===== config.mk =====
export PLATFORM = sky130hd
export DESIGN_NAME = dsi_core
export DESIGN_NICKNAME = d
export VERILOG_FILES = /design/src/source/dsi_csr_pkg.sv /design/src/source/dsi_phy_pkg.sv /design/src/source/dsi_lane_ctrl_if.sv /design/src/source/dsi_host_regs.sv /design/src/source/dsi_lp_lane.sv /design/src/source/dsi_clock_lane.sv /design/src/source/dsi_core.sv
export SDC_FILE = /design/constraint.sdc
export NUM_CORES = 1
export LEC_CHECK = 0
export ABC_CLOCK_PERIOD_IN_PS = 2650
export BUFFER_PORTS_ARGS = -buffer_cell sky130_fd_sc_hd__buf_2
export CAP_MARGIN = 20
export CORE_MARGIN = 2
export CORE_UTILIZATION = 55
export CTS_BUF_LIST = sky130_fd_sc_hd__clkbuf_16
export DETAILED_ROUTE_END_ITERATION = 6
export GPL_TIMING_DRIVEN = 0
export PLACE_DENSITY = 0.8
export SLEW_MARGIN = 20
export SYNTH_ARGS = -nofsm -noshare
export SYNTH_HDL_FRONTEND = slang
export SYNTH_SLANG_ARGS = --single-unit
export TNS_END_PERCENT = 30

===== constraint.sdc =====
create_clock -name clk_dsi_i -period 2.65 [get_ports clk_dsi_i]
set_input_delay 0.265 -clock clk_dsi_i [delete_from_list [all_inputs] [get_ports clk_dsi_i]]
set_output_delay 0.265 -clock clk_dsi_i [all_outputs]
set_load 0.05 [all_outputs]

===== src/source/dsi_csr_pkg.sv =====
`default_nettype none

package dsi_csr_pkg;

   // host bus widths
   localparam int csr_addr_bits = 6;
   localparam int csr_data_bits = 32;

   localparam int tick_div_bits = 12;
   localparam int gpio_bits     = 3;

   typedef enum logic [csr_addr_bits-1:0] {
      REG_TICK_DIV  = 6'h00,
      REG_DSI_CTL   = 6'h01,
      REG_LP_TX     = 6'h02,
      REG_GPIO      = 6'h03,
      REG_LANE_CTRL = 6'h04
   } csr_addr_e;

   // DSI_CTL, bit 1 reads back as lp ready
   localparam int ctl_clk_en_bit = 0;
   localparam int ctl_lp_req_bit = 1;

   // LP_TX
   localparam int lp_tx_data_lsb  = 0;
   localparam int lp_tx_data_bits = 8;
   localparam int lp_tx_valid_bit = 8;

   // GPIO
   localparam int gpio_reset_bit = 0;
   localparam int gpio_lsb       = 1;

   // LANE_CTRL, 2-bit selects packed from bit 0
   localparam int lane_sel_lsb  = 0;
   localparam int lane_sel_bits = 2;
   localparam int lane_inv_lsb  = 8;
   localparam int clk_inv_bit   = 12;

endpackage

`default_nettype wire


===== src/source/dsi_phy_pkg.sv =====
`default_nettype none

package dsi_phy_pkg;

   // one serdes byte per clk_dsi_i cycle
   localparam int lane_byte_bits    = 8;
   localparam int lane_bit_cnt_bits = 3;

   // toggling pattern for the HS clock lane
   localparam logic [lane_byte_bits-1:0] clk_hs_pattern = 8'haa;

   // LP-11 stop state on both pins
   localparam logic lp_stop_line = 1'b1;
   // LP-00 while the HS driver owns the pins
   localparam logic lp_hs_line   = 1'b0;

   typedef enum logic {
      LP_STOP,
      LP_SHIFT
   } lp_lane_state_e;

   typedef enum logic [1:0] {
      CLK_LP,
      CLK_HS_REQ,
      CLK_HS
   } clk_lane_state_e;

endpackage

`default_nettype wire


===== src/source/dsi_lane_ctrl_if.sv =====
`default_nettype none

interface dsi_lane_ctrl_if #(
   parameter int lanes_p = 3
) ();

   logic                                            tick;
   logic                                            lp_request;
   logic                                            lp_valid;
   logic [dsi_phy_pkg::lane_byte_bits-1:0]          lp_data;
   logic [lanes_p*dsi_csr_pkg::lane_sel_bits-1:0]   lane_sel;
   logic [lanes_p-1:0]                              lane_invert;
   // only lane 0 drives this
   logic                                            lp_ready;

   modport regs (
      output tick, lp_request, lp_valid, lp_data, lane_sel, lane_invert,
      input  lp_ready
   );

   modport lane (
      input  tick, lp_request, lp_valid, lp_data, lane_sel, lane_invert,
      output lp_ready
   );

endinterface

`default_nettype wire


===== src/source/dsi_host_regs.sv =====
`default_nettype none

module dsi_host_regs #(
   parameter int lanes_p = 3
) (
   input  logic                                    clk_dsi_i,
   input  logic                                    rst_n_dsi,
   input  logic [dsi_csr_pkg::csr_addr_bits-1:0]   host_a_i,
   input  logic [dsi_csr_pkg::csr_data_bits-1:0]   host_d_i,
   input  logic                                    host_wr_i,
   output logic [dsi_csr_pkg::csr_data_bits-1:0]   host_d_o,
   dsi_lane_ctrl_if.regs                           ctrl,
   output logic                                    clk_en_o,
   output logic                                    clk_invert_o,
   output logic                                    dsi_reset_n_o,
   output logic [dsi_csr_pkg::gpio_bits-1:0]       dsi_gpio_o
);

   localparam int sel_bits = lanes_p * dsi_csr_pkg::lane_sel_bits;

   dsi_csr_pkg::csr_addr_e                    addr;
   logic [dsi_csr_pkg::tick_div_bits-1:0]     tick_div;
   logic [dsi_csr_pkg::tick_div_bits-1:0]     tick_count;
   logic                                      tick;
   logic                                      lp_request;
   logic                                      lp_valid;
   logic                                      lp_accept;
   logic [dsi_csr_pkg::lp_tx_data_bits-1:0]   lp_data;
   logic [sel_bits-1:0]                       lane_sel;
   logic [lanes_p-1:0]                        lane_invert;
   logic [dsi_csr_pkg::csr_data_bits-1:0]     rd_data;

   assign addr = dsi_csr_pkg::csr_addr_e'(host_a_i);

   // a byte is taken only when the lanes are idle and no pulse is pending
   assign lp_accept = host_wr_i && (addr == dsi_csr_pkg::REG_LP_TX) &&
                      host_d_i[dsi_csr_pkg::lp_tx_valid_bit] && ctrl.lp_ready && !lp_valid;

   ////////////////////////////////////////
   // tick divider, period tick_div+1
   ////////////////////////////////////////

   always_ff @(posedge clk_dsi_i) begin
      if (!rst_n_dsi) begin
         tick_count <= '0;
         tick       <= 1'b0;
      end else if (tick_count >= tick_div) begin
         tick_count <= '0;
         tick       <= 1'b1;
      end else begin
         tick_count <= tick_count + 1'b1;
         tick       <= 1'b0;
      end
   end

   ////////////////////////////////////////
   // register writes
   ////////////////////////////////////////

   always_ff @(posedge clk_dsi_i) begin
      if (!rst_n_dsi) begin
         tick_div      <= '0;
         clk_en_o      <= 1'b0;
         lp_request    <= 1'b0;
         lp_valid      <= 1'b0;
         dsi_reset_n_o <= 1'b0;
         dsi_gpio_o    <= '0;
         lane_sel      <= '0;
         lane_invert   <= '0;
         clk_invert_o  <= 1'b0;
      end else begin
         // lp_valid is a single-cycle strobe
         lp_valid <= lp_accept;
         if (host_wr_i) begin
            case (addr)
               dsi_csr_pkg::REG_TICK_DIV: begin
                  tick_div <= host_d_i[dsi_csr_pkg::tick_div_bits-1:0];
               end
               dsi_csr_pkg::REG_DSI_CTL: begin
                  clk_en_o   <= host_d_i[dsi_csr_pkg::ctl_clk_en_bit];
                  lp_request <= host_d_i[dsi_csr_pkg::ctl_lp_req_bit];
               end
               dsi_csr_pkg::REG_GPIO: begin
                  dsi_reset_n_o <= host_d_i[dsi_csr_pkg::gpio_reset_bit];
                  dsi_gpio_o    <= host_d_i[dsi_csr_pkg::gpio_lsb +: dsi_csr_pkg::gpio_bits];
               end
               dsi_csr_pkg::REG_LANE_CTRL: begin
                  lane_sel     <= host_d_i[dsi_csr_pkg::lane_sel_lsb +: sel_bits];
                  lane_invert  <= host_d_i[dsi_csr_pkg::lane_inv_lsb +: lanes_p];
                  clk_invert_o <= host_d_i[dsi_csr_pkg::clk_inv_bit];
               end
               default: begin
               end
            endcase
         end
      end
   end

   // escape byte payload
   always_ff @(posedge clk_dsi_i) begin
      if (lp_accept) begin
         lp_data <= host_d_i[dsi_csr_pkg::lp_tx_data_lsb +: dsi_csr_pkg::lp_tx_data_bits];
      end
   end

   ////////////////////////////////////////
   // readback
   ////////////////////////////////////////

   always_comb begin
      rd_data = '0;
      case (addr)
         dsi_csr_pkg::REG_TICK_DIV: begin
            rd_data[dsi_csr_pkg::tick_div_bits-1:0] = tick_div;
         end
         dsi_csr_pkg::REG_DSI_CTL: begin
            rd_data[dsi_csr_pkg::ctl_clk_en_bit] = clk_en_o;
            rd_data[dsi_csr_pkg::ctl_lp_req_bit] = ctrl.lp_ready;
         end
         dsi_csr_pkg::REG_LP_TX: begin
            rd_data[dsi_csr_pkg::lp_tx_data_lsb +: dsi_csr_pkg::lp_tx_data_bits] = lp_data;
            rd_data[dsi_csr_pkg::lp_tx_valid_bit] = lp_valid;
         end
         dsi_csr_pkg::REG_GPIO: begin
            rd_data[dsi_csr_pkg::gpio_reset_bit] = dsi_reset_n_o;
            rd_data[dsi_csr_pkg::gpio_lsb +: dsi_csr_pkg::gpio_bits] = dsi_gpio_o;
         end
         dsi_csr_pkg::REG_LANE_CTRL: begin
            rd_data[dsi_csr_pkg::lane_sel_lsb +: sel_bits] = lane_sel;
            rd_data[dsi_csr_pkg::lane_inv_lsb +: lanes_p]  = lane_invert;
            rd_data[dsi_csr_pkg::clk_inv_bit]              = clk_invert_o;
         end
         default: begin
         end
      endcase
   end

   always_ff @(posedge clk_dsi_i) begin
      if (!rst_n_dsi) begin
         host_d_o <= '0;
      end else if (!host_wr_i) begin
         host_d_o <= rd_data;
      end
   end

   assign ctrl.tick        = tick;
   assign ctrl.lp_request  = lp_request;
   assign ctrl.lp_valid    = lp_valid;
   assign ctrl.lp_data     = lp_data;
   assign ctrl.lane_sel    = lane_sel;
   assign ctrl.lane_invert = lane_invert;

   // lane 0 is still idle while the strobe is high
   a_valid_needs_ready: assert property (
      @(posedge clk_dsi_i) disable iff (!rst_n_dsi)
      ctrl.lp_valid |-> ctrl.lp_ready
   );

endmodule

`default_nettype wire


===== src/source/dsi_lp_lane.sv =====
`default_nettype none

module dsi_lp_lane #(
   parameter int lane_idx_p = 0
) (
   input  logic              clk_dsi_i,
   input  logic              rst_n_dsi,
   dsi_lane_ctrl_if.lane     ctrl,
   output logic              lp_p_o,
   output logic              lp_n_o,
   output logic              lp_oe_o
);

   localparam logic [dsi_phy_pkg::lane_bit_cnt_bits-1:0] last_bit =
      dsi_phy_pkg::lane_bit_cnt_bits'(dsi_phy_pkg::lane_byte_bits - 1);

   dsi_phy_pkg::lp_lane_state_e                    state;
   logic [dsi_phy_pkg::lane_byte_bits-1:0]         shift_q;
   logic [dsi_phy_pkg::lane_bit_cnt_bits-1:0]      bit_cnt;
   // high once the first tick after capture has put bit 0 on the pins
   logic                                           driving;
   logic                                           selected;
   logic                                           invert;
   logic                                           line;

   assign selected = ctrl.lane_sel[lane_idx_p*dsi_csr_pkg::lane_sel_bits +:
                                   dsi_csr_pkg::lane_sel_bits] == '0;
   assign invert   = ctrl.lane_invert[lane_idx_p];

   always_ff @(posedge clk_dsi_i) begin
      if (!rst_n_dsi) begin
         state   <= dsi_phy_pkg::LP_STOP;
         bit_cnt <= '0;
         driving <= 1'b0;
      end else begin
         case (state)
            dsi_phy_pkg::LP_STOP: begin
               if (ctrl.lp_valid && ctrl.lp_request && selected) begin
                  state   <= dsi_phy_pkg::LP_SHIFT;
                  bit_cnt <= '0;
                  driving <= 1'b0;
               end
            end
            dsi_phy_pkg::LP_SHIFT: begin
               if (ctrl.tick) begin
                  if (!driving) begin
                     driving <= 1'b1;
                  end else if (bit_cnt == last_bit) begin
                     // eighth bit done, back to stop
                     state   <= dsi_phy_pkg::LP_STOP;
                     driving <= 1'b0;
                  end else begin
                     bit_cnt <= bit_cnt + 1'b1;
                  end
               end
            end
            default: begin
               state <= dsi_phy_pkg::LP_STOP;
            end
         endcase
      end
   end

   // LSB goes out first
   always_ff @(posedge clk_dsi_i) begin
      if (state == dsi_phy_pkg::LP_STOP) begin
         shift_q <= ctrl.lp_data;
      end else if (ctrl.tick && driving) begin
         shift_q <= shift_q >> 1;
      end
   end

   assign line    = shift_q[0] ^ invert;
   assign lp_p_o  = driving ? line  : dsi_phy_pkg::lp_stop_line;
   assign lp_n_o  = driving ? ~line : dsi_phy_pkg::lp_stop_line;
   assign lp_oe_o = ctrl.lp_request;

   if (lane_idx_p == 0) begin : g_ready
      assign ctrl.lp_ready = (state == dsi_phy_pkg::LP_STOP);
   end

   // every tick inside a byte leaves a differential bit on the pins
   a_diff_while_shifting: assert property (
      @(posedge clk_dsi_i) disable iff (!rst_n_dsi)
      $past(ctrl.tick && state == dsi_phy_pkg::LP_SHIFT) && state == dsi_phy_pkg::LP_SHIFT
         |-> lp_p_o != lp_n_o
   );

endmodule

`default_nettype wire


===== src/source/dsi_clock_lane.sv =====
`default_nettype none

module dsi_clock_lane (
   input  logic                                   clk_dsi_i,
   input  logic                                   rst_n_dsi,
   input  logic                                   tick_i,
   input  logic                                   clk_en_i,
   input  logic                                   clk_invert_i,
   output logic [dsi_phy_pkg::lane_byte_bits-1:0] serdes_data_o,
   output logic                                   serdes_oe_o,
   output logic                                   lp_p_o,
   output logic                                   lp_n_o,
   output logic                                   lp_oe_o
);

   dsi_phy_pkg::clk_lane_state_e state;
   logic                         in_hs;

   // all transitions happen on a tick
   always_ff @(posedge clk_dsi_i) begin
      if (!rst_n_dsi) begin
         state <= dsi_phy_pkg::CLK_LP;
      end else if (tick_i) begin
         case (state)
            dsi_phy_pkg::CLK_LP: begin
               if (clk_en_i) begin
                  state <= dsi_phy_pkg::CLK_HS_REQ;
               end
            end
            dsi_phy_pkg::CLK_HS_REQ: begin
               state <= clk_en_i ? dsi_phy_pkg::CLK_HS : dsi_phy_pkg::CLK_LP;
            end
            default: begin
               if (!clk_en_i) begin
                  state <= dsi_phy_pkg::CLK_LP;
               end
            end
         endcase
      end
   end

   assign in_hs = (state == dsi_phy_pkg::CLK_HS);

   assign serdes_data_o = !in_hs ? '0 :
                          clk_invert_i ? ~dsi_phy_pkg::clk_hs_pattern :
                          dsi_phy_pkg::clk_hs_pattern;
   assign serdes_oe_o   = in_hs;

   // LP driver owns the pins from enable until HS starts
   assign lp_oe_o = clk_en_i && !in_hs;
   assign lp_p_o  = in_hs ? dsi_phy_pkg::lp_hs_line : dsi_phy_pkg::lp_stop_line;
   assign lp_n_o  = in_hs ? dsi_phy_pkg::lp_hs_line : dsi_phy_pkg::lp_stop_line;

   // LP oe is released in the same cycle that HS takes the pins
   a_oe_exclusive: assert property (
      @(posedge clk_dsi_i) disable iff (!rst_n_dsi)
      $rose(serdes_oe_o) |-> !lp_oe_o && $past(lp_oe_o)
   );

endmodule

`default_nettype wire


===== src/source/dsi_core.sv =====
`default_nettype none

module dsi_core #(
   parameter int lanes_p = 3
) (
   input  logic                                   clk_dsi_i,
   input  logic                                   rst_n_dsi,

   input  logic [dsi_csr_pkg::csr_addr_bits-1:0]  host_a_i,
   input  logic [dsi_csr_pkg::csr_data_bits-1:0]  host_d_i,
   input  logic                                   host_wr_i,
   output logic [dsi_csr_pkg::csr_data_bits-1:0]  host_d_o,

   // clock lane byte to the serdes
   output logic [dsi_phy_pkg::lane_byte_bits-1:0] serdes_data_o,
   output logic                                   serdes_oe_o,

   output logic [lanes_p-1:0]                     dsi_lp_p_o,
   output logic [lanes_p-1:0]                     dsi_lp_n_o,
   output logic [lanes_p-1:0]                     dsi_lp_oe_o,

   output logic                                   dsi_clk_lp_p_o,
   output logic                                   dsi_clk_lp_n_o,
   output logic                                   dsi_clk_lp_oe_o,

   output logic                                   dsi_reset_n_o,
   output logic [dsi_csr_pkg::gpio_bits-1:0]      dsi_gpio_o
);

   logic clk_en;
   logic clk_invert;

   dsi_lane_ctrl_if #(.lanes_p(lanes_p)) lane_ctrl ();

   ////////////////////////////////////////
   // host registers
   ////////////////////////////////////////

   dsi_host_regs #(
      .lanes_p (lanes_p)
   ) u_regs (
      .clk_dsi_i     (clk_dsi_i),
      .rst_n_dsi     (rst_n_dsi),
      .host_a_i      (host_a_i),
      .host_d_i      (host_d_i),
      .host_wr_i     (host_wr_i),
      .host_d_o      (host_d_o),
      .ctrl          (lane_ctrl.regs),
      .clk_en_o      (clk_en),
      .clk_invert_o  (clk_invert),
      .dsi_reset_n_o (dsi_reset_n_o),
      .dsi_gpio_o    (dsi_gpio_o)
   );

   ////////////////////////////////////////
   // data lanes
   ////////////////////////////////////////

   for (genvar i = 0; i < lanes_p; i++) begin : g_lane
      dsi_lp_lane #(
         .lane_idx_p (i)
      ) u_lane (
         .clk_dsi_i (clk_dsi_i),
         .rst_n_dsi (rst_n_dsi),
         .ctrl      (lane_ctrl.lane),
         .lp_p_o    (dsi_lp_p_o[i]),
         .lp_n_o    (dsi_lp_n_o[i]),
         .lp_oe_o   (dsi_lp_oe_o[i])
      );
   end

   // clock lane
   dsi_clock_lane u_clk_lane (
      .clk_dsi_i     (clk_dsi_i),
      .rst_n_dsi     (rst_n_dsi),
      .tick_i        (lane_ctrl.tick),
      .clk_en_i      (clk_en),
      .clk_invert_i  (clk_invert),
      .serdes_data_o (serdes_data_o),
      .serdes_oe_o   (serdes_oe_o),
      .lp_p_o        (dsi_clk_lp_p_o),
      .lp_n_o        (dsi_clk_lp_n_o),
      .lp_oe_o       (dsi_clk_lp_oe_o)
   );

endmodule

`default_nettype wire


==> qor.txt <==
Area after DPL - 5460 µm²
Post-synthesis share of cell area spent on xor and xnor gates - 0.0229
Most used flip-flop cell after synthesis - sky130_fd_sc_hd__dfxtp_1
CTS tree - built
Floorplan core area - 8720 µm²
Max_slew headroom - 0.500
Biggest fanout along the worst timing path - 9
Width of the chip - 99.0 µm
Element type at the critical path end - flop
Total number of placement rows - 34
Area of the mapped netlist - 4970 µm²
Placed wire-length estimate after detailed placement - 8.79 mm
Top-Level Pins - 98
Number of buffers inserted by post-CTS setup repair - 0
Final Setup Violations - 0
Count of cell types in the netlist - 50
Number of buffers added on ports - 57
Average size of a mapped cell - 9.82 µm²
Post-synthesis simple-gate area fraction - 0.175
Clock latency of the later-clocked register in the worst-skew pair - 0.34 ns
Post-detailed-route wirelength per cell - 17.2 µm
Required time worst endpoint - 2.63 ns
Avg Vias per Cell - 5.90
Antenna violations before repair - 0
Initial Utilization - 0.570
Total wirelength of the detailed-routed design - 12.2 mm
CP cell instances - buf_2, or4_1, nor3_2, nor4b_4
Power per standard cell area - 590 nW/µm²
Share of the clock period used by the worst path after layout - 0.862
Final #Nets - 652
Crit start category - input port
Total global-route track usage - 0.258
Cell type group with the largest total delay on the critical path - simple AND/OR/NAND/NOR gates
Min Clock Period, post-route - 2.29 ns
Buffers from clock root to sink, at most - 2
Unrepaired setup endpoints after global routing - no
Pin count of the biggest net entering global routing - 17
Actual transition at the worst max-transition pin - 0.740 ns
Via count of the first global-routing pass - 3931
Clock-pin slew on the worst setup and hold paths - 0.07 ns
Number of fill cells in the layout - 677
Final hold violations - 0
Remaining design rule violation count - 0
Count of synthesis-stage warnings from yosys - 0
Type of the tightest min-delay check - in -> reg
CTS root buffer - sky130_fd_sc_hd__clkbuf_16
Synth Register Bits - 104
Die area - 9810 µm²
Total via count after detailed routing - 4163
Max incr delay on CP - 0.70 ns
Crit path kind - in -> reg
Leftover overflow at the end of global routing - 0
Data arrival time at the worst-slack endpoint - 2.26 ns
Share of synthesized area occupied by flip-flops and latches - 0.484
Critical Path Stages - 4
Antenna diodes - 0
Synth-to-layout area growth - 16.8%
Final GP Congestion - 0.888
Post-route ant nets - 0
Combinational family with the most area after synthesis - simple AND/OR/NAND/NOR gates
Post-synthesis mux area share - 0.0741
Drt first-iter violations - 303
Run status - completed
Number of CTS-inserted buffers - 9
Number of instances on the worst hold path - 1
Post-synthesis instance total - 506
Cell leakage power - 2.33 nW
Fraction of the mapped netlist area in compound gates - 0.106
Final std cell area, no fill - 5800 µm²
Final Util - 0.665
First-pass detailed-route iteration total - 5
Max-slew violation total from the final report - 0
Sink Count - 104
Worst clock skew - 0.00664 ns
Maximum clock frequency - 0.438 GHz
Number of synthesized flops with an enable pin - 32
Async set-or-reset flop fraction in the synthesized netlist - 0
CP max-delay cell - sky130_fd_sc_hd__nor4b_4
Count of max-cap constraint violations - 0
Wire length of the first global-routing pass - 19.9 mm
Length in cells of the worst reg-to-reg path - 7
Number of buffer and inverter instances along the worst setup path - 1
Largest vdd supply drop - 351 µV
Synth Area in Adders - 0.0479
Fraction of final layout cells sized beyond drive strength 1 - 0.235
Total number of H-tree levels - 3
Die height - 99.0 µm
==> cells in the mapped netlist (8+ instances only) <==
cell,n,share of area
sky130_fd_sc_hd__mux2i_1,12,0.024
sky130_fd_sc_hd__mux2_2,22,0.050
sky130_fd_sc_hd__nand3_1,34,0.034
sky130_fd_sc_hd__o21ai_0,16,0.016
sky130_fd_sc_hd__xor2_1,9,0.016
sky130_fd_sc_hd__edfxtp_1,32,0.19
sky130_fd_sc_hd__dfxtp_1,72,0.29
sky130_fd_sc_hd__nand4_1,8,0.010
sky130_fd_sc_hd__nor2_1,26,0.020
sky130_fd_sc_hd__ha_1,19,0.048
sky130_fd_sc_hd__inv_1,20,0.015
sky130_fd_sc_hd__clkbuf_1,18,0.014
sky130_fd_sc_hd__nand2_1,46,0.035
sky130_fd_sc_hd__a21oi_1,41,0.041
sky130_fd_sc_hd__nor3_1,14,0.014
sky130_fd_sc_hd__buf_4,35,0.053
==> registers in the layout (all words and copies together), names as in the netlist, 2 cells and up <==
| register | count |
|---|---|
| u_regs.ctrl.lane_invert | 3 |
| g_lane.u_lane.bit_cnt | 9 |
| u_regs.tick_count | 12 |
| g_lane.u_lane.state | 3 |
| u_clk_lane.state | 2 |
| u_regs.ctrl.lane_sel | 6 |
| u_regs.dsi_gpio_o | 3 |
| u_regs.ctrl.lp_data | 8 |
| u_regs.tick_div | 12 |
| g_lane.u_lane.shift_q | 24 |
| g_lane.u_lane.driving | 3 |
| u_regs.host_d_o | 13 |
==> timing repair <==
action	in CTS	in global routing
endpoints found under the setup margin	0	8
hold buffers	0	0
resized for setup	0	1
hold endpoints to repair	0	0
==> cells in the final DEF, fill, tap and decap left out, drive strengths merged, types with 7 or more instances in the layout <==
master  Yosys  routed
dfxtp      72      72
mux2       22      22
nand2      46      46
nor2       26      26
a21oi      41      41
edfxtp     32      32
ha         19      19
nor3       16      16
clkbuf     18      27
buf        43     100
conb        1      19
mux2i      12      12
inv        20      21
nor3b       7       7
nand4       8       8
nand3      34      34
o21ai      16      16
xor2        9       9
==> metrics by stage <==
stage	std cells	TNS [ns]	worst slack (ns)	total power, mW	hold slack (ns)
2_1_floorplan	524	0	0.351	1.90	0.364
3_3_place_gp	689	-1.47	-0.176	1.96	0.452
3_5_place_dp	689	-2.03	-0.237	1.97	0.456
4_1_cts	705	0	0.124	3.42	0.107
5_1_grt	705	0	0.294	3.52	0.0999
6_report	705	0	0.365	3.43	0.109
==> where the power goes <==
part	internal (mW)	switching, mW	total, mW	leakage (nW)
Combinational	0.0734	0.184	0.258	1.26
Sequential	1.66	0.0161	1.68	0.907
Clock	0.915	0.572	1.49	0.163
Total	2.65	0.773	3.43	2.33
==> final timing paths <==
kind,start,endpoint,slack [ns]
worst min-delay path,host_d_i[6],u_regs.ctrl.lp_data[6],0.11
worst max-delay path,host_a_i[3],u_regs.ctrl.lp_data[4],0.36
worst min register to register,u_regs.host_d_o[12],u_regs.host_d_o[12],0.47
worst max register to register,u_regs.tick_div[10],u_regs.tick_count[8],0.59
==> logic make-up after synthesis <==
kind of cell	after synthesis
AO/OA/AOI/OAI	86
buffers and inverters	81
other	1
multiplexers	34
adder cells (fa/ha/maj)	19
flip-flops	104
XOR/XNOR	13
AND/OR/NAND/NOR	168
==> metal layers <==
layer,global-route usage,vias up,share of wire
met5,0,-,0
met4,0.104,0,0.023
met3,0.0496,33,0.088
met2,0.420,227,0.49
met1,0.338,1962,0.40
li1,-,1941,-
==> layout make-up <==
class                   instances  area [µm²]  area share
plain buffers                  61         373      0.0643
clock buffers                   9         225      0.0388
clock inverters                 7         111      0.0192
inverters                      20        75.1      0.0129
multi-input cells             339        2190       0.378
flip-flops and latches        104        2400       0.414
well taps                     108         135      0.0233
repair buffers                 57         285      0.0492
No activity file was read; power rests on OpenSTA's default activity.
